<file path="config.mk">
export PLATFORM = sky130hd
export DESIGN_NAME = tcb_demultiplexer
export DESIGN_NICKNAME = d
export VERILOG_FILES = /design/src/design/tcb_pkg.sv /design/src/design/tcb_demultiplexer.sv
export SDC_FILE = /design/constraint.sdc
export NUM_CORES = 1
export LEC_CHECK = 0
export ABC_AREA = 1
export BUFFER_PORTS_ARGS = -buffer_cell sky130_fd_sc_hd__buf_4
export CELL_PAD_IN_SITES_DETAIL_PLACEMENT = 0
export CELL_PAD_IN_SITES_GLOBAL_PLACEMENT = 1
export CORE_AREA = 2 2 167 169
export CTS_CLUSTER_DIAMETER = 120
export DETAILED_ROUTE_END_ITERATION = 10
export DIE_AREA = 0 0 169 171
export PLACE_DENSITY = 0.62
export SYNTH_ARGS = -nofsm -noshare
export SYNTH_HDL_FRONTEND = slang
export SYNTH_SLANG_ARGS = --single-unit
</file>
<file path="constraint.sdc">
create_clock -name sub -period 1.2 [get_ports sub]
set_clock_uncertainty 0.1 [all_clocks]
set_input_delay 0.12 -clock sub [delete_from_list [all_inputs] [get_ports sub]]
set_output_delay 0.12 -clock sub [all_outputs]
set_load 0.02 [all_outputs]
</file>
<file path="src/design/tcb_pkg.sv">
/*
 * Shared definitions for the tightly coupled bus interconnect.
 * Holds the bus widths, the opcode and status encodings and the
 * packed request and response structs used on every bus port.
 * Modules import this package inside their body and use scoped
 * names in their port lists.
 */

package tcb_pkg;

    ////////////////////////////////////////
    // bus widths
    ////////////////////////////////////////

    // word address, not byte address
    localparam int unsigned TCB_ADR_W = 16;
    // data word
    localparam int unsigned TCB_DAT_W = 32;

    ////////////////////////////////////////
    // encodings
    ////////////////////////////////////////

    // request opcode
    typedef enum logic {
        TCB_READ  = 1'b0,
        TCB_WRITE = 1'b1
    } tcb_op_e;

    // response status
    typedef enum logic {
        TCB_OK  = 1'b0,
        TCB_ERR = 1'b1
    } tcb_sts_e;

    ////////////////////////////////////////
    // payload structs
    ////////////////////////////////////////

    // request, 49 bits
    typedef struct packed {
        tcb_op_e              op;
        logic [TCB_ADR_W-1:0] adr;
        // write data, ignored on read
        logic [TCB_DAT_W-1:0] wdt;
    } tcb_req_t;

    // response, 33 bits
    typedef struct packed {
        // zero on write or error
        logic [TCB_DAT_W-1:0] rdt;
        tcb_sts_e             sts;
    } tcb_rsp_t;

endpackage

</file>
<file path="src/design/tcb_demultiplexer.sv">
/*
 * Bus demultiplexer, one subordinate port towards IFN manager ports.
 * The request goes to the port chosen by sel, ready is muxed from
 * that port by the live select. The select is registered at each
 * transfer and used one cycle later to pick the response, together
 * with the rsp_vld strobe.
 */

module tcb_demultiplexer #(
    parameter  int unsigned IFN = 4,
    localparam int unsigned IFL = $clog2(IFN)
)(
    input  logic              sub,
    input  logic              rst_n,
    // port select from decoder
    input  logic [IFL-1:0]    sel,
    // upstream side, request queue connects here
    input  logic              sub_vld,
    input  tcb_pkg::tcb_req_t sub_req,
    output logic              sub_rdy,
    output logic              rsp_vld,
    output tcb_pkg::tcb_rsp_t rsp,
    // downstream ports, subordinates connect here
    output logic              man_vld [IFN],
    output tcb_pkg::tcb_req_t man_req [IFN],
    input  logic              man_rdy [IFN],
    input  tcb_pkg::tcb_rsp_t man_rsp [IFN]
);

    ////////////////////////////////////////
    // control
    ////////////////////////////////////////

    // transfer on upstream side
    logic           trn;
    // select held for the response cycle
    logic [IFL-1:0] man_sel;

    assign trn = sub_vld & sub_rdy;

    always_ff @(posedge sub or negedge rst_n) begin
        if (!rst_n) begin
            man_sel <= '0;
            rsp_vld <= 1'b0;
        end else begin
            // strobe lasts exactly one cycle per transfer
            rsp_vld <= trn;
            if (trn) begin
                man_sel <= sel;
            end
        end
    end

    ////////////////////////////////////////
    // request
    ////////////////////////////////////////

    // only the selected port sees valid
    for (genvar i = 0; i < IFN; i++) begin : gen_req
        assign man_vld[i] = (sel == IFL'(i)) ? sub_vld : 1'b0;
        assign man_req[i] = (sel == IFL'(i)) ? sub_req : '0;
    end

    ////////////////////////////////////////
    // response
    ////////////////////////////////////////

    // ready follows the current select
    assign sub_rdy = man_rdy[sel];

    // response follows the select from the transfer cycle
    assign rsp = man_rsp[man_sel];

endmodule

</file>
Word level (Yosys, flattened, before mapping)
Index checks and enable logic that the tools add are counted.
{"block": "word_totals", "register_bits": 3, "input_bits": 190}
{"block": "op_classes", "magnitude_cmp": 2, "eq_ne": 3, "n_mux": 14, "n_bitwise": 3, "n_reduce_logical": 1}
{"op": "two-way mux 49 bit", "n": 4}
{"op": "binary-select mux 33 bit (select 2 bit)", "n": 1}
{"op": "two-way mux 33 bit", "n": 2}
{"op": "greater-or-equal comparator 3 bit (second input constant)", "n": 2}
{"op": "two-way mux 1 bit", "n": 6}
{"op": "NOT 2 -> 3 bit", "n": 2}
{"op": "== test 2 bit (second input constant)", "n": 2}
{"op": "binary-select mux 1 bit (select 2 bit)", "n": 1}
{"op": "== test 2 x 1 -> 1 bit (second input constant)", "n": 1}
{"op": "zero test 2 bit", "n": 1}
{"op": "AND 1 bit", "n": 1}

Depth between registers and ports, before layout
Gate-level depths: netlist of the first run.
{"block": "depth", "word_depth": 5, "ltp_mapped": 8}

Worst setup path before layout of the first run
Ideal clock, no wire load.
{"block": "synth_path", "path_type": "register to output", "start": "reg man_sel[1]", "end": "out rsp[4] (netlist bit)", "arrival_ps": 1189, "required_time_ps": 980, "path_slack_ps": -209, "stages_incl_launch_ff": 5, "n_path_buf": 1, "cell_sequence": "dfrtp_1 inv_2 clkbuf_1 o21ai_0 o22ai_1"}
{"item": "start: declaration", "line_no": "tcb_demultiplexer.sv:37", "text": "logic [IFL-1:0] man_sel;"}
{"item": "start signal: assignment", "line_no": "tcb_demultiplexer.sv:49", "text": "man_sel <= sel;"}
{"item": "end: declaration", "line_no": "tcb_demultiplexer.sv:22", "text": "output tcb_pkg::tcb_rsp_t rsp,"}

==> results of run 1 <==
## routing by layer
layer  vias up  part of all wire
met2       266              0.50
met4         0            0.0014
met5         -                 0
met3         4             0.081
li1       2337                 -
met1      2091              0.42
## stage by stage
stage / setup TNS (ns) / hold slack [ns] / instance area, um2 / instances / utilization
after global placement: -5.71 / -0.176 / 6100 / 1242 / 0.223
after detailed placement: -6.09 / -0.175 / 6100 / 1242 / 0.223
after CTS: -13.16 / 0.107 / 6240 / 1247 / 0.229
after global routing: -15.15 / 0.122 / 6350 / 1250 / 0.232
after floorplan: -0.902 / -0.276 / 2360 / 484 / -
final: -13.27 / 0.0869 / 6350 / 1250 / 0.232
## area by class of cell
class,instances,share of cell area
Timing Repair Buffer,456,0.574
Multi-Input combinational cell,385,0.299
Tap cell,346,0.0682
Inverter,56,0.0335
Clock buffer,4,0.0124
Sequential cell,3,0.0122
## cell usage in the layout (no fill, tap or decap), drive strengths merged
| cell type | instances |
|---|---|
| clkbuf | 6 |
| nor2 | 267 |
| nand2 | 17 |
| dlygate4sd3 | 1 |
| o22ai | 33 |
| nand3 | 2 |
| buf | 453 |
| inv | 56 |
| dfrtp | 3 |
| o21ai | 66 |
## synthesized netlist by cell type
cell type,instances,area share
nand2_2,2,0.0059
dfrtp_1,3,0.035
inv_1,52,0.092
o22ai_1,33,0.097
o21ai_1,10,0.023
buf_4,5,0.018
nor2_1,267,0.47
inv_2,4,0.0070
buf_2,24,0.056
o21ai_0,56,0.13
clkbuf_1,7,0.012
buf_6,4,0.021
nand3_1,2,0.0047
nand2_1,15,0.026
## cells by family after synthesis
kind of cell / count (synthesis) / synth area share
compound gates: 99 / 0.252
flops: 3 / 0.0352
simple gates: 286 / 0.507
buf+inv: 96 / 0.206
## worst reg2reg max path: cells and delay by family (launching register included)
| family | cells | cell delay, ns |
|---|---|---|
| buffers and inverters | 2 | 0.27 |
| DFF | 1 | 0.45 |
| and+or+nand+nor | 2 | 0.11 |
## power by group
group          internal (mW)  switching, mW
sequential             0.119         0.0303
combinational           2.03           2.33
clock                  0.438         0.0886
## registers in the layout, summed over array words and instances, names as in the netlist
| register | count |
|---|---|
| man_sel | 2 |
| rsp_vld | 1 |
## timing repair
item,4_1_cts,5_1_grt
buffers inserted,0,1
gates resized for setup,31,31
hold buffers,1,0
cloned,0,2
endpoints found under the setup margin,33,56
hold endpoints to repair,3,0
## worst paths after layout
| path | end | cells after the start | slack, ns | start |
|---|---|---|---|---|
| setup / recovery | rsp[14] | 5 | -0.44 | man_sel[0]$_DFFE_PN0P_ |
| hold / removal | rsp_vld$_DFF_PN0_ | 3 | 0.09 | sub_vld |
| setup reg to reg | man_sel[0]$_DFFE_PN0P_ | 4 | 0.16 | man_sel[0]$_DFFE_PN0P_ |
| hold reg to reg | man_sel[1]$_DFFE_PN0P_ | 3 | 0.68 | man_sel[1]$_DFFE_PN0P_ |
| max in group asynchronous | man_sel[0]$_DFFE_PN0P_ | 2 | 0.73 | rst_n |
| min in group asynchronous | rsp_vld$_DFF_PN0_ | 2 | 0.16 | rst_n |
==> reports/qor.yml, run 1 <==
outcome:
  status: "finished, violations left"
  violations: "negative setup slack"
routing:
  postRouteAntennaNets: 0
  wirelength_mm: 18.2
  viasPerCell: 3.76
  vias: 4698
  dr.pass1.iters: 5
  drt_iter0_markers: 102
  drc: 0
  wl_per_cell_um: 14.6
cells_and_area:
  final-seq-area_um2: 77.6
  syn2layout_area_growth_pct: 198
  nets: 1095
  antenna_cells: 0
  fill_cells: 3111
  drive_gt1_frac: 0.580
  multi_input_area_um2: 1900
place:
  numPortBuffers: 424
  dp_slack_ns: -0.259
  dp_hpwl_mm: 14.9
  place_congestion: 0.757
floorplanning:
  io_pins: 425
  dieArea_um2: 28900
  fp.coreArea_um2: 27300
  die_h_um: 171
  start_util: 0.0780
  rows: 61
  die-width_um: 169
setup_path:
  crit_top_cell: "buf_4"
  path_buf_inv: 3
  cpLargestDelayFamily: "buffers and inverters"
  slowest_stage: "dfrtp_2"
  path_class: "flip-flop to output pin"
  worst_ep_required_time_ns: 0.98
  crit_fanout: 30
  crit_chain: "buf_12, buf_4, o21ai_2, o22ai_2, buf_4"
  crit_arrival_ns: 1.42
  critPathLaunchType: "flip-flop"
  max_stage_delay_ns: 0.45
  cp-end-kind: "output pin"
logic_synthesis:
  yosysWarnings: 0
  ys_seq_area_frac: 0.0352
  ys_ff_latch: 3
  syn_area_um2: 2130
  ys_types: 14
  postSynthAreaPerCell_um2: 4.41
  syn-num-nets: 674
  syn_inst: 484
sta:
  worstMarginPinSlew_ns: 0.230
  slew_viol_final: 0
  min_period_over_period: 1.37
  clock.fmax_mhz: 608
  max_slew_margin: 0.845
  fin_crit_ns: 1.64
  rsz0062_at_grt: "yes"
  setup_slack_ns: -0.444
  hold_violations: 0
  final-setup-viol-count: 33
grt:
  grt_overflow: 0
  met3_usage: 0.0185
  grt_pass1_wl_mm: 24.9
  gr-usage-met1: 0.134
  track_usage: 0.108
  grt_antenna_before_repair: 0
  busiest_layer: "met2"
  met2_usage: 0.202
  grt_pass1_vias: 4460
  grt_max_degree: 38
clock_network:
  h-tree-depth: 1
  worstSkewPairLatency_ns: 0.22
  cts_root_buf: "clkbuf_16"
  cts_buffers: 3
  clock-sinks: 3
  cts_tree: "built"
  cts_buffer_depth: 2
  path_clk_slew_ns: 0.03
pwr:
  fin_total_pwr_mw: 5.03
  static-leakage-power_nw: 3.58
  ir_drop_uv: 413
  power_density_nw_per_um2: 793
hold_path:
  min-delay-path-class: "input port to flip-flop"
flow_run:
  maxCapViolations: 0
(Power assumes the default switching activity.)
==> run 2: changes to the inputs <==
==> config.mk (replaced) <==
export PLATFORM = sky130hd
export DESIGN_NAME = tcb_demultiplexer
export DESIGN_NICKNAME = d
export VERILOG_FILES = /design/src/design/tcb_pkg.sv /design/src/design/tcb_demultiplexer.sv
export SDC_FILE = /design/constraint.sdc
export NUM_CORES = 1
export LEC_CHECK = 0
export ABC_AREA = 1
export BUFFER_PORTS_ARGS = -buffer_cell sky130_fd_sc_hd__buf_4
export CELL_PAD_IN_SITES_DETAIL_PLACEMENT = 1
export CELL_PAD_IN_SITES_GLOBAL_PLACEMENT = 2
export CORE_AREA = 2 2 163 165
export CTS_CLUSTER_DIAMETER = 120
export DETAILED_ROUTE_END_ITERATION = 10
export DIE_AREA = 0 0 165 167
export PLACE_DENSITY = 0.88
export SYNTH_ARGS = -nofsm -noshare
export SYNTH_HDL_FRONTEND = slang
export SYNTH_SLANG_ARGS = --single-unit
==> run 2 against run 1 <==
  * The flow still finishes with violations (negative setup slack)
  * Critical path depth shrank 1
  * Power rose by 4.4%
  * Worst hold slack improved by 0.049 ns
  * Sequential share of layout area hardly changed
  * Register-to-register slack better by 0.05 ns
  * Critical path type unchanged
  * Critical endpoint is now rsp[10]
  * Largest cell class unchanged
==> reports/qor.yml, run 2 (synthesis gave the netlist of run 1 again) <==
pwr:
  power_density_nw_per_um2: 810
  static-leakage-power_nw: 3.59
  ir_drop_uv: 427
routing:
  wl_per_cell_um: 15.7
  viasPerCell: 3.88
  dr.pass1.iters: 4
  vias: 4776
  drt_iter0_markers: 190
  drc: 0
  postRouteAntennaNets: 0
  wirelength_mm: 19.3
sta:
  rsz0062_at_grt: "yes"
  hold_violations: 0
  max_slew_margin: 0.815
  setup_slack_ns: -0.456
  clock.fmax_mhz: 604
  slew_viol_final: 0
  final-setup-viol-count: 33
  min_period_over_period: 1.38
  worstMarginPinSlew_ns: 0.274
  fin_crit_ns: 1.66
clock_network:
  cts_root_buf: "clkbuf_16"
  path_clk_slew_ns: 0.03
  cts_buffer_depth: 2
  worstSkewPairLatency_ns: 0.22
  h-tree-depth: 1
  cts_tree: "built"
  cts_buffers: 3
  clock-sinks: 3
cells_and_area:
  reg_top3: "man_sel: 2 flops, rsp_vld: 1 flops"
  drive_gt1_frac: 0.596
  final_cell_mix: "410 x buf_4, 234 x nor2_1, 52 x inv_1"
  syn2layout_area_growth_pct: 204
  post-route-cell-area_um2: 6480
  nets: 1087
  antenna_cells: 0
  layout_commonest_cell: "buf_4"
  final_cells: 1231
  top_register: "man_sel"
  largest_reg_flops: 2
place:
  dp_hpwl_mm: 15.7
  numPortBuffers: 424
  dp_slack_ns: -0.251
  dp_cells: 1222
  dpl_cell_area_um2: 6020
  place_congestion: 0.826
grt:
  grt_overflow: 0
  track_usage: 0.127
  grt_antenna_before_repair: 0
  grt_max_degree: 28
  grt_pass1_vias: 4975
  grt_pass1_wl_mm: 27.6
setup_path:
  cp-startpoint: "man_sel[0]$_DFFE_PN0P_"
  cpLargestDelayFamily: "flip-flops"
  cp-end-kind: "output pin"
  slowest_stage: "dfrtp_2"
  critPathLaunchType: "flip-flop"
  r2r-start: "man_sel[0]$_DFFE_PN0P_"
  crit_arrival_ns: 1.44
  max_stage_delay_ns: 0.51
  worst_ep_required_time_ns: 0.98
  path_class: "flip-flop to output pin"
  crit_chain: "buf_12, o21ai_0, o22ai_2, buf_6"
  crit_fanout: 21
  path_buf_inv: 2
  rrSetupSlack_ns: 0.21
floorplanning:
  die-width_um: 165
  fp.coreArea_um2: 25800
  start_util: 0.0828
  rows: 59
  dieArea_um2: 27600
  die_h_um: 167
  io_pins: 425
outcome:
  violations: "negative setup slack"
  status: "finished, violations left"
hold_path:
  min-delay-path-class: "input port to async pin"
flow_run:
  maxCapViolations: 0
==> run 2: cell types whose count changed in the layout (fill, tap and decap cells not counted), sizes merged <==
cell / delta
buf: -6
clkbuf: -2
==> run 2: power breakdown <==
part,switching [mW],internal (mW)
Combinational,2.45,2.12
Sequential,0.0345,0.118
Clock,0.0934,0.439
Total,2.58,2.68
==> run 2: final timing paths <==
path,to,cells past startpoint
max,rsp[10],4
min,rsp_vld$_DFF_PN0_,2
max reg2reg,man_sel[0]$_DFFE_PN0P_,3
min reg2reg,man_sel[1]$_DFFE_PN0P_,3
max in group asynchronous,man_sel[0]$_DFFE_PN0P_,2
min in group sub,rsp_vld$_DFF_PN0_,3
==> run 2: through the flow <==
step / hold slack (ns) / utilization / setup TNS [ns] / power, mW
after detailed placement: -0.177 / 0.234 / -6.69 / 4.20
after global routing: 0.157 / 0.252 / -16.35 / 5.60
after CTS: 0.148 / 0.249 / -14.57 / 5.28
after global placement: -0.177 / 0.234 / -5.93 / 4.15
after floorplan: -0.276 / - / -0.902 / 2.34
final: 0.136 / 0.252 / -14.14 / 5.25
==> run 2: cell type report <==
type	instances	area [um2]
Multi-Input combinational cell	385	2020
Clock buffer	4	78.8
Timing Repair Buffer	448	3670
Inverter	56	215
Sequential cell	3	76.3
Tap cell	335	419
Fill cell	3260	19300
==> run 2: per-layer routing <==
| metal | vias up | global-route usage | wire length [um] |
|---|---|---|---|
| met4 | 0 | 0.0170 | 135 |
| met1 | 2199 | 0.140 | 7280 |
| met2 | 250 | 0.243 | 10000 |
| li1 | 2321 | - | - |
| met5 | - | 0 | 0 |
| met3 | 6 | 0.0339 | 1920 |
==> run 2: worst register-to-register path, stage by stage, from the launching register on <==
cell and delay (ns):
dfrtp_2 0.49, buf_4 0.17, nand2_1 0.06, nand2_1 0.05
==> run 2: repair_timing <==
action	in CTS	in global routing
gates cloned	3	0
endpoints found under the hold margin	3	0
endpoints found under the setup margin	33	78
gates resized for setup	99	20
hold buffers	1	0
buffers inserted	1	0
