$ cat config.mk
export PLATFORM = sky130hd
export DESIGN_NAME = tcb_req_queue
export DESIGN_NICKNAME = d
export VERILOG_FILES = /design/src/design/tcb_pkg.sv /design/src/design/tcb_req_queue.sv
export SDC_FILE = /design/constraint.sdc
export NUM_CORES = 1
export LEC_CHECK = 0
export BUFFER_PORTS_ARGS = -buffer_cell sky130_fd_sc_hd__buf_2
export CORE_MARGIN = 10
export CORE_UTILIZATION = 57
export CTS_CLUSTER_SIZE = 10
export DETAILED_ROUTE_END_ITERATION = 10
export GPL_TIMING_DRIVEN = 1
export PLACE_DENSITY = 0.75
export SYNTH_ARGS = -nofsm -noshare
export SYNTH_HDL_FRONTEND = slang
export SYNTH_SLANG_ARGS = --single-unit
$ cat constraint.sdc
create_clock -name sub -period 2.9 [get_ports sub]
set_input_delay 0 -clock sub [delete_from_list [all_inputs] [get_ports sub]]
set_output_delay 0 -clock sub [all_outputs]
set_load 0.03 [all_outputs]
$ cat src/design/tcb_pkg.sv
/*
 * Shared definitions for the tightly coupled bus interconnect.
 * Holds the bus widths, the opcode and status encodings and the
 * packed request and response structs used on every bus port.
 * Modules import this package inside their body and use scoped
 * names in their port lists.
 */

package tcb_pkg;

    ////////////////////////////////////////
    // bus widths
    ////////////////////////////////////////

    // word address, not byte address
    localparam int unsigned TCB_ADR_W = 16;
    // data word
    localparam int unsigned TCB_DAT_W = 32;

    ////////////////////////////////////////
    // encodings
    ////////////////////////////////////////

    // request opcode
    typedef enum logic {
        TCB_READ  = 1'b0,
        TCB_WRITE = 1'b1
    } tcb_op_e;

    // response status
    typedef enum logic {
        TCB_OK  = 1'b0,
        TCB_ERR = 1'b1
    } tcb_sts_e;

    ////////////////////////////////////////
    // payload structs
    ////////////////////////////////////////

    // request, 49 bits
    typedef struct packed {
        tcb_op_e              op;
        logic [TCB_ADR_W-1:0] adr;
        // write data, ignored on read
        logic [TCB_DAT_W-1:0] wdt;
    } tcb_req_t;

    // response, 33 bits
    typedef struct packed {
        // zero on write or error
        logic [TCB_DAT_W-1:0] rdt;
        tcb_sts_e             sts;
    } tcb_rsp_t;

endpackage

$ cat src/design/tcb_req_queue.sv
/*
 * Request FIFO between the external manager port and the interconnect.
 * Circular buffer with read/write pointers and an occupancy count.
 * Input ready is high while not full; output valid is high while not
 * empty. The output comes from storage, so a request pushed into an
 * empty queue shows up one cycle later.
 */

module tcb_req_queue #(
    parameter int unsigned QUEUE_DEPTH = 4
)(
    input  logic              sub,
    input  logic              rst_n,
    // input side, from external manager
    input  logic              in_vld,
    input  tcb_pkg::tcb_req_t in_req,
    output logic              in_rdy,
    // output side, towards demultiplexer
    output logic              out_vld,
    output tcb_pkg::tcb_req_t out_req,
    input  logic              out_rdy
);

    import tcb_pkg::*;

    // pointer and count widths
    localparam int unsigned PTR_W = (QUEUE_DEPTH > 1) ? $clog2(QUEUE_DEPTH) : 1;
    localparam int unsigned CNT_W = $clog2(QUEUE_DEPTH + 1);

    ////////////////////////////////////////
    // local signals
    ////////////////////////////////////////

    // entry storage
    tcb_req_t         mem [QUEUE_DEPTH];
    logic [PTR_W-1:0] wr_ptr;
    logic [PTR_W-1:0] rd_ptr;
    logic [CNT_W-1:0] cnt;

    // handshakes on both sides
    logic             push;
    logic             pop;

    ////////////////////////////////////////
    // status and handshake
    ////////////////////////////////////////

    assign in_rdy  = (cnt != CNT_W'(QUEUE_DEPTH));
    assign out_vld = (cnt != '0);

    assign push = in_vld & in_rdy;
    assign pop  = out_vld & out_rdy;

    // head entry straight from storage
    assign out_req = mem[rd_ptr];

    ////////////////////////////////////////
    // pointers and count
    ////////////////////////////////////////

    always_ff @(posedge sub or negedge rst_n) begin
        if (!rst_n) begin
            wr_ptr <= '0;
            rd_ptr <= '0;
            cnt    <= '0;
        end else begin
            if (push) begin
                // wrap at depth, depth need not be a power of two
                wr_ptr <= (wr_ptr == PTR_W'(QUEUE_DEPTH - 1)) ? '0 : wr_ptr + 1'b1;
            end
            if (pop) begin
                rd_ptr <= (rd_ptr == PTR_W'(QUEUE_DEPTH - 1)) ? '0 : rd_ptr + 1'b1;
            end
            // push and pop together leave count as is
            if (push && !pop) begin
                cnt <= cnt + 1'b1;
            end else if (pop && !push) begin
                cnt <= cnt - 1'b1;
            end
        end
    end

    // storage write, payload only
    always_ff @(posedge sub) begin
        if (push) begin
            mem[wr_ptr] <= in_req;
        end
    end

endmodule

---- Word-level counts from Yosys, hierarchy flattened ----
Memories as Yosys holds them, arrays and structs flattened.
Cells that the tools add are included.
Widths: inputs -> output; s select.
word-level totals
  register bits ........................... 7
  memories ................................ 1
  bits in writable memories ............... 196
cells by class
  multiplexer cells ....................... 6
  reduce and logical (&&, ||, !) cells .... 6
  $add $sub $neg .......................... 4
  bitwise operators ....................... 2
  eq/ne operators ......................... 3
memory list
  name  words  width  rd ports  clocked after Yosys merged registers in  write ports  RTL line             RTL
  mem   4      49     1         0                                        1            tcb_req_queue.sv:35  tcb_req_t mem [QUEUE_DEPTH];
operator list
  cell                 number
  $mux 3               2
  $add 2x1->2 const B  2
  $eq 2x2->1 const B   2
  $mux 2               2
  $add 3x1->3 const B  1
  $ne 3x3->1 const B   1
  $reduce_bool 3->1    1
  $sub 3x1->3 const B  1
  $and 1x1->1          2
  $logic_and 1x1->1    2
  $logic_not 1->1      2
  $mux 1               2
  $reduce_bool 2->1    1

---- Logic depth before layout (Yosys ltp) ----
Gate-level depths: netlist (run 1).
  depth after elaboration ................. 6
  depth in mapped cells ................... 8
  gate-level depth less buffers ........... 8

---- Least setup slack after synthesis (run 1) ----
No wires, ideal clock.
  path kind ............................... register -> register
  from .................................... register cnt[0]
  to ...................................... memory mem[3][0] in the netlist's numbering, enable pin
  arrival time ............................ 1.939 ns
  buffers on the path ..................... 0
  slack ................................... 0.550 ns
  period minus slack after synthesis ...... 2.350 ns
  stages on the path, launching flop included .. 4
  data required time ...................... 2.488 ns
  path through ............................ dfrtp_1 -> nor2_1 -> a21boi_2 -> and2_1
on the way
  word-level cells in the longest chain between the ends .. 4
ends and longest elaborated chain
  what                          RTL line             RTL
  start: declaration            tcb_req_queue.sv:38  logic [CNT_W-1:0] cnt;
  start signal: assignment      tcb_req_queue.sv:76  cnt <= cnt + 1'b1;
  start signal: assignment      tcb_req_queue.sv:78  cnt <= cnt - 1'b1;
  $ne 3x3->1                    tcb_req_queue.sv:48  assign in_rdy = (cnt != CNT_W'(QUEUE_DEPTH));
  $and 1x1->1                   tcb_req_queue.sv:51  assign push = in_vld & in_rdy;
  net push                      tcb_req_queue.sv:41  logic push;
  $mux 1                        tcb_req_queue.sv:85  if (push) begin
  $mux 1 (not written as such)  tcb_req_queue.sv:86  mem[wr_ptr] <= in_req;
  end: declaration              tcb_req_queue.sv:35
The timed path passes the listed nets, and every way through them passes these cells.

==> summary.log, run 1 <==
qor: die.dieArea 18,300 um2
qor: timing.holdWs 50.5 ps
qor: power_and_ir_drop.seq_power_share 41.1%
qor: synthesis.postSynthRegisterBits 203
qor: clocking.cts.htree.levels 1
qor: finish.n_fill_cell 774
qor: synthesis.synthTopCellsByCount sky130_fd_sc_hd__edfxtp_1, sky130_fd_sc_hd__mux4_2, sky130_fd_sc_hd__dfrtp_1
qor: clocking.cts_tree done
qor: detailed_routing.dr_wl_met3 1030 um
qor: clocking.cts_made_buffers 24
qor: power_and_ir_drop.power_per_cell_area 1070 nW/um2
qor: timing.post-route-period-util 76.1%
qor: detailed_routing.post_drt_wl_per_cell 21.8 um
qor: power_and_ir_drop.cellLeakagePower 0.00332 uW
qor: synthesis.synth_most_common_cell sky130_fd_sc_hd__edfxtp_1
qor: grt.maximum_number_of_pins_on_one_net_before_global_route_repair 40
qor: detailed_routing.dr_wl_met2 7200 um
qor: grt.grt_pass1_wl 22,600 um
qor: finish.finalNetCount 532
qor: placement.portBuffers 103
qor: die.boundaryPins 104
qor: detailed_routing.drt_iter0_markers 281
qor: die.core_area 13,100 um2
qor: job.maximum_capacitance_violations 0
qor: die.initial_util 57.6%
qor: synthesis.async_flop_share 3.45%
qor: detailed_routing.detailedRoute.firstPassIterationCount 4
qor: synthesis.post-synth-top-area-fraction 77.8%
qor: die.dieWidth 135 um
qor: synthesis.syn-instance-count 294
qor: clocking.clock-sinks 203
qor: synthesis.seq_area_frac_synth 80.1%
qor: timing.slew_violations 0
qor: synthesis.synth_cell_area 7570 um2
qor: worst_setup_path.cp_data_arrival_time 2210 ps
qor: detailed_routing.antenna_left 0
qor: clocking.clk_root_buffer_cell sky130_fd_sc_hd__clkbuf_16
qor: finish.post-route-cell-area 9490 um2
qor: detailed_routing.top_signal_layer_used met4
qor: timing.worst_slew_pin_slew 669 ps
qor: timing.rsz0062_at_grt false
qor: die.die_height 135 um
qor: synthesis.dominantRegCellSynth sky130_fd_sc_hd__edfxtp_1
qor: detailed_routing.drc_errors 0
qor: synthesis.synth_area_per_cell 25.7 um2
qor: placement.placedInstanceArea 8310 um2
qor: clocking.cts_max_path_buffers 3
qor: synthesis.synth_area_leader_cell sky130_fd_sc_hd__edfxtp_1
qor: detailed_routing.met1_length 5800 um
qor: worst_setup_path.cp_launch_type flop
qor: grt.grt_pass1_vias 4,091
qor: detailed_routing.avgViaCountPerCell 5.50
qor: power_and_ir_drop.share_clk_of_total_power 25.2%
qor: power_and_ir_drop.worst_ir_drop_vdd 0.000754 V
qor: grt.globalRoute.totalOverflow 0
qor: die.core.rowCount 42
qor: detailed_routing.route.final.wire_length 14,300 um
qor: detailed_routing.vias 3,614
qor: placement.gpl.final_weighted_congestion 0.712
qor: clocking.worstSkewPairLatency 500 ps
qor: clocking.clkSlewWorstSetupHoldPaths 50 ps
qor: grt.grt_antenna_before_repair 0
qor: status.run_status complete, no violations
qor: timing.tns 0 ps
qor: finish.layout-drive-gt1-share 41.7%
qor: grt.globalRouteTotalUtil 15.8%
qor: synthesis.yosys_warnings 0
qor: placement.detailed_place_hpwl 8740 um
qor: synthesis.synth-edff-count 196
qor: power_and_ir_drop.combPwrFrac 33.7%
qor: finish.flow.area_growth_from_synthesis 25.4%
qor: power_and_ir_drop.internal_power 6770 uW
qor: worst_setup_path.cp.required 2900 ps
qor: timing.fin_worst_skew 13.0 ps
qor: synthesis.ys_types 20
qor: power_and_ir_drop.p_sw 3360 uW
qor: synthesis.syn-num-nets 354
qor: timing.min_tclk_post_route 2210 ps
qor: timing.finalSetupViolations 0
qor: power_and_ir_drop.switching_share 33.2%
qor: timing.achievable-frequency 0.453 GHz
qor: worst_setup_path.path_max_fanout 17
qor: timing.max-slew-margin-rel 55.4%
qor: hold_path.hold_class input port to flop
qor: worst_setup_path.critPathCaptureType output pin
qor: timing.final_hold_viol_count 0
qor: synthesis.leading_cell_types_by_total_area_after_synthesis sky130_fd_sc_hd__edfxtp_1, sky130_fd_sc_hd__mux4_2, sky130_fd_sc_hd__dfrtp_1
qor: worst_setup_path.worstSetupPathType flop to output pin
## layer usage
layer | track usage (%) | up-vias
met1 | 20.2 | 1869
met4 | 5.14 | 0
met5 | 0 | -
met2 | 25.7 | 118
li1 | - | 1597
met3 | 4.27 | 30
## cell families (layout without fill, tap and decap cells)
group / count (synthesis) / in the layout / share of synthesized area [%]
adders and majority gates: 7 / 7 / 1.26
buffers and inverters: 15 / 201 / 2.00
xor gates and xnor gates: 3 / 3 / 0.347
other: 0 / 1 / 0
muxes: 54 / 54 / 15.4
AOI/OAI and AO/OA: 1 / 1 / 0.149
and+or+nand+nor: 11 / 11 / 0.810
DFF: 203 / 203 / 80.1
## layout make-up
class	instances	area, um2	area share [%]
Multi-Input combinational cell	76	1360	14.4
Clock buffer	33	656	6.91
Sequential cell	203	6070	63.9
Inverter	3	11.3	0.119
Tap cell	176	220	2.32
Antenna cell	1	2.50	0.0264
Timing Repair Buffer	164	1170	12.3
Clock inverter	1	7.51	0.0791
## state kept, by name, summed over array words and instances, names as in the netlist
| signal | count |
|---|---|
| mem | 196 |
| cnt | 3 |
| rd_ptr | 2 |
| wr_ptr | 2 |
## critical path, cell delays in order, from the launching register on
cell and delay [ps]:
sky130_fd_sc_hd__dfrtp_4 540, sky130_fd_sc_hd__buf_4 380, sky130_fd_sc_hd__mux4_2 590, sky130_fd_sc_hd__buf_2 200
## path summary, 6_finish.rpt
| check | slack, ps | from | cells past startpoint | endpoint |
|---|---|---|---|---|
| max in group asynchronous | 2120 | rst_n | 3 | rd_ptr[0]$_DFFE_PN0P_ |
| min reg2reg | 560 | cnt[2]$_DFFE_PN0P_ | 1 | cnt[2]$_DFFE_PN0P_ |
| min in group asynchronous | 490 | rst_n | 3 | wr_ptr[1]$_DFFE_PN0P_ |
| max | 690 | rd_ptr[0]$_DFFE_PN0P_ | 3 | out_req[30] |
| max reg2reg | 800 | cnt[1]$_DFFE_PN0P_ | 8 | cnt[2]$_DFFE_PN0P_ |
| min | 50 | in_vld | 3 | wr_ptr[0]$_DFFE_PN0P_ |
## metrics by stage
step	worst slack, ps	power [uW]	cells	util (%)
after CTS	636	10300	656	72.2
after detailed placement	831	7640	570	63.2
after global placement	885	7550	570	63.2
final	694	10100	657	72.2
after global routing	574	10600	656	72.2
after floorplan	550	6730	294	-
## power by group through the flow
| stage | clock (uW) | combinational (uW) | sequential (uW) |
|---|---|---|---|
| 6_report | 2560 | 3410 | 4160 |
| 5_1_grt | 2710 | 3660 | 4220 |
| 4_1_cts | 2610 | 3490 | 4170 |
| 3_5_place_dp | 0 | 3420 | 4220 |
| 3_3_place_gp | 0 | 3380 | 4170 |
| 2_1_floorplan | 0 | 2660 | 4060 |
## layout by cell type (no fill, tap or decap), types with 2 or more instances in the layout
cell and n:
sky130_fd_sc_hd__inv_1 3, sky130_fd_sc_hd__xor2_1 2, sky130_fd_sc_hd__buf_4 4, sky130_fd_sc_hd__clkbuf_16 25, sky130_fd_sc_hd__nor2_1 4, sky130_fd_sc_hd__dlygate4sd3_1 52
sky130_fd_sc_hd__buf_2 103, sky130_fd_sc_hd__mux4_2 48, sky130_fd_sc_hd__and2_2 4, sky130_fd_sc_hd__ha_1 6, sky130_fd_sc_hd__buf_12 5, sky130_fd_sc_hd__clkbuf_1 8
sky130_fd_sc_hd__edfxtp_1 196, sky130_fd_sc_hd__mux2_2 5, sky130_fd_sc_hd__dfrtp_1 5
## repair_timing
| item | CTS | global route |
|---|---|---|
| resized for setup | 0 | 0 |
| hold endpoints to repair | 206 | 0 |
| buffers inserted | 0 | 0 |
| hold buffers | 52 | 0 |
(Power assumes the default switching activity.)
==> run 2, diff against run 1 <==
- clock period: 2.9 -> 2.3 ns (I/O delays scaled with it)
==> run 2 against run 1 <==
Effect of this change: count of clock-buffer cells in the layout is 10 higher; register-to-register slack got worse by 540 ps; utilization increased by 0.37 points; first-iteration DRC count is 9.3% lower; die area unchanged; sequential share of layout area decreased by 0.33 points; cell area up 0.51%; clock power up 30%; clock skew is 2.3 ps lower.
==> summary.log, run 2 (synthesis gave the netlist of run 1 again) <==
qor: status.run_status complete, no violations
qor: timing.rsz0062_at_grt false
qor: die.initial_util 57.6% [unchanged]
qor: timing.tns 0 ps [unchanged]
qor: finish.layout-drive-gt1-share 41.3% [-0.37 points]
qor: finish.instances_no_fill 670 [+2.0%]
qor: timing.finalSetupViolations 0 [unchanged]
qor: timing.max-slew-margin-rel 62.6% [+7.3 points]
qor: die.dieArea 18,300 um2 [unchanged]
qor: grt.globalRouteTotalUtil 15.7% [-0.094 points]
qor: worst_setup_path.worst-r2r-setup-slack 260 ps [-540 ps]
qor: clocking.cts.htree.levels 1 [unchanged]
qor: worst_setup_path.cp_launch_type flop
qor: timing.worst_slew_pin_slew 561 ps [-109 ps]
qor: grt.grt_pass1_vias 3,957 [-3.3%]
qor: worst_setup_path.crit-reg2reg-capture cnt[2]$_DFFE_PN0P_
qor: die.core.rowCount 42 [unchanged]
qor: placement.portBuffers 103 [unchanged]
qor: detailed_routing.drc_errors 0 [unchanged]
qor: timing.achievable-frequency 0.475 GHz
qor: worst_setup_path.critPathCaptureType output pin
qor: hold_path.min_delay_worst_endpoint wr_ptr[1]$_DFFE_PN0P_
qor: die.core_area 13,100 um2 [unchanged]
qor: worst_setup_path.critical_path.reg2reg.startpoint cnt[1]$_DFFE_PN0P_
qor: grt.maximum_number_of_pins_on_one_net_before_global_route_repair 50 [+25%]
qor: clocking.cts_tree done
qor: detailed_routing.post_drt_wl_per_cell 21.0 um [-3.7%]
qor: power_and_ir_drop.power_per_cell_area 1350 nW/um2 [+27%]
qor: finish.mostFrequentLayoutCells sky130_fd_sc_hd__edfxtp_1, sky130_fd_sc_hd__buf_2, sky130_fd_sc_hd__dlygate4sd3_1
qor: worst_setup_path.cp_data_arrival_time 2100 ps [-110 ps]
qor: finish.mostFrequentLayoutCell sky130_fd_sc_hd__edfxtp_1
qor: finish.largestRegisters mem (196), cnt (3)
qor: timing.min_tclk_post_route 2100 ps
qor: timing.slew_violations 0 [unchanged]
qor: clocking.cts_max_path_buffers 3 [unchanged]
qor: placement.number_of_cells_in_the_design_after_placement 573 [+0.53%]
qor: job.maximum_capacitance_violations 0 [unchanged]
qor: detailed_routing.route.final.wire_length 14,100 um [-1.8%]
qor: finish.number_of_inserted_diodes 0 [-1]
qor: finish.largest_reg_flops 196 [unchanged]
qor: grt.globalRoute.totalOverflow 0 [unchanged]
qor: die.boundaryPins 104 [unchanged]
qor: power_and_ir_drop.total_power 12,900 uW [+27%]
qor: timing.fin_worst_skew 10.7 ps [-2.31 ps]
qor: grt.grt_pass1_wl 22,200 um [-1.8%]
qor: timing.post-route-period-util 91.4%
qor: finish.largest_register_by_flop_count mem
qor: hold_path.hold_path_startpoint in_vld
qor: power_and_ir_drop.worst_ir_drop_vdd 0.000698 V [-7.5%]
qor: timing.final_hold_viol_count 0 [unchanged]
qor: detailed_routing.antenna_left 0 [unchanged]
qor: hold_path.hold_class input port to flop
qor: power_and_ir_drop.cellLeakagePower 0.00335 uW [+0.90%]
qor: clocking.post_cts.resized_instances 0 [unchanged]
qor: grt.grt_antenna_before_repair 0 [unchanged]
qor: clocking.clkSlewWorstSetupHoldPaths 50 ps [about the same]
qor: clocking.clk_root_buffer_cell sky130_fd_sc_hd__clkbuf_16
qor: clocking.cts_made_buffers 24 [unchanged]
qor: worst_setup_path.r2r.worst_path.cells 8 [unchanged]
qor: detailed_routing.drt_iter0_markers 255 [-9.3%]
qor: placement.gpl.final_weighted_congestion 0.744 [+4.5%]
qor: detailed_routing.vias 3,578 [-1.0%]
qor: placement.detailed_place_hpwl 8430 um [-3.6%]
qor: finish.flow.area_growth_from_synthesis 26.0%
qor: clocking.worstSkewPairLatency 490 ps [about the same]
qor: detailed_routing.detailedRoute.firstPassIterationCount 4 [unchanged]
qor: worst_setup_path.cp.required 2300 ps [-600 ps]
qor: die.die_height 135 um [unchanged]
qor: detailed_routing.avgViaCountPerCell 5.34 [-2.9%]
qor: hold_path.whs_path_depth 3 [unchanged]
qor: die.dieWidth 135 um [unchanged]
qor: finish.finalNetCount 536 [+0.75%]
qor: worst_setup_path.path_max_fanout 18 [+1]
qor: clocking.clock-sinks 203 [unchanged]
qor: worst_setup_path.worstSetupPathType flop to output pin
==> run 2: cell types whose count changed in the layout (fill, tap and decap cells not counted) <==
cell                         change
sky130_fd_sc_hd__clkbuf_1       +10
sky130_fd_sc_hd__buf_4           +5
sky130_fd_sc_hd__buf_12          -2
sky130_fd_sc_hd__buf_8           +1
sky130_fd_sc_hd__clkinv_4        +1
sky130_fd_sc_hd__clkinvlp_4      -1
sky130_fd_sc_hd__diode_2         -1
==> run 2: how the worst max path moves through the flow <==
stage,end,cells after the start,from
finish,out_req[40],3,rd_ptr[0]$_DFFE_PN0P_
global placement,cnt[2]$_DFFE_PN0P_,8,cnt[1]$_DFFE_PN0P_
detailed placement,cnt[2]$_DFFE_PN0P_,8,cnt[1]$_DFFE_PN0P_
CTS,out_req[25],3,rd_ptr[0]$_DFFE_PN0P_
floorplan,cnt[2]$_DFFE_PN0P_,8,cnt[1]$_DFFE_PN0P_
global route,out_req[29],3,rd_ptr[0]$_DFFE_PN0P_
==> run 2: metrics by stage <==
stage                     hold slack (ps)  area [um2]  utilization, %  setup slack [ps]
after floorplan                      -296        7570               -               275
after global placement               -160        8300            63.2               310
after detailed placement             -153        8300            63.2               244
after CTS                            36.5        9540            72.6               135
after global routing                 48.8        9540            72.6              84.1
final                                51.9        9540            72.6               197
==> run 2: per-layer routing <==
metal	global-route usage (%)	routed length, um	part of all wire [%]
met1	19.2	5390	38
met2	26.9	7570	54
met3	4.15	948	6.7
met4	4.25	166	1.2
met5	0	0	0
==> run 2: power breakdown <==
| group | leakage [uW] | internal, uW | switching [uW] |
|---|---|---|---|
| clock | 0.000333 | 2020 | 1300 |
| sequential | 0.00188 | 4900 | 334 |
| combinational | 0.00114 | 1710 | 2620 |
==> run 2: area by class of cell <==
cell class	instances	area, um2
Sequential cell	203	6070
Clock inverter	1	8.76
Multi-Input combinational cell	76	1360
Timing Repair Buffer	168	1180
Fill cell	779	3600
Clock buffer	43	693
Tap cell	176	220
Inverter	3	11.3
==> run 2: critical path, stage by stage (launching register included) <==
cell	delay (ps)
sky130_fd_sc_hd__dfrtp_4	580
sky130_fd_sc_hd__buf_12	240
sky130_fd_sc_hd__mux4_1	580
sky130_fd_sc_hd__buf_2	200
==> run 2: what timing repair did <==
action / CTS / global route
setup endpoints to repair: 5 / 0
buffers inserted: 1 / 0
endpoints found under the hold margin: 206 / 0
hold buffers: 52 / 0
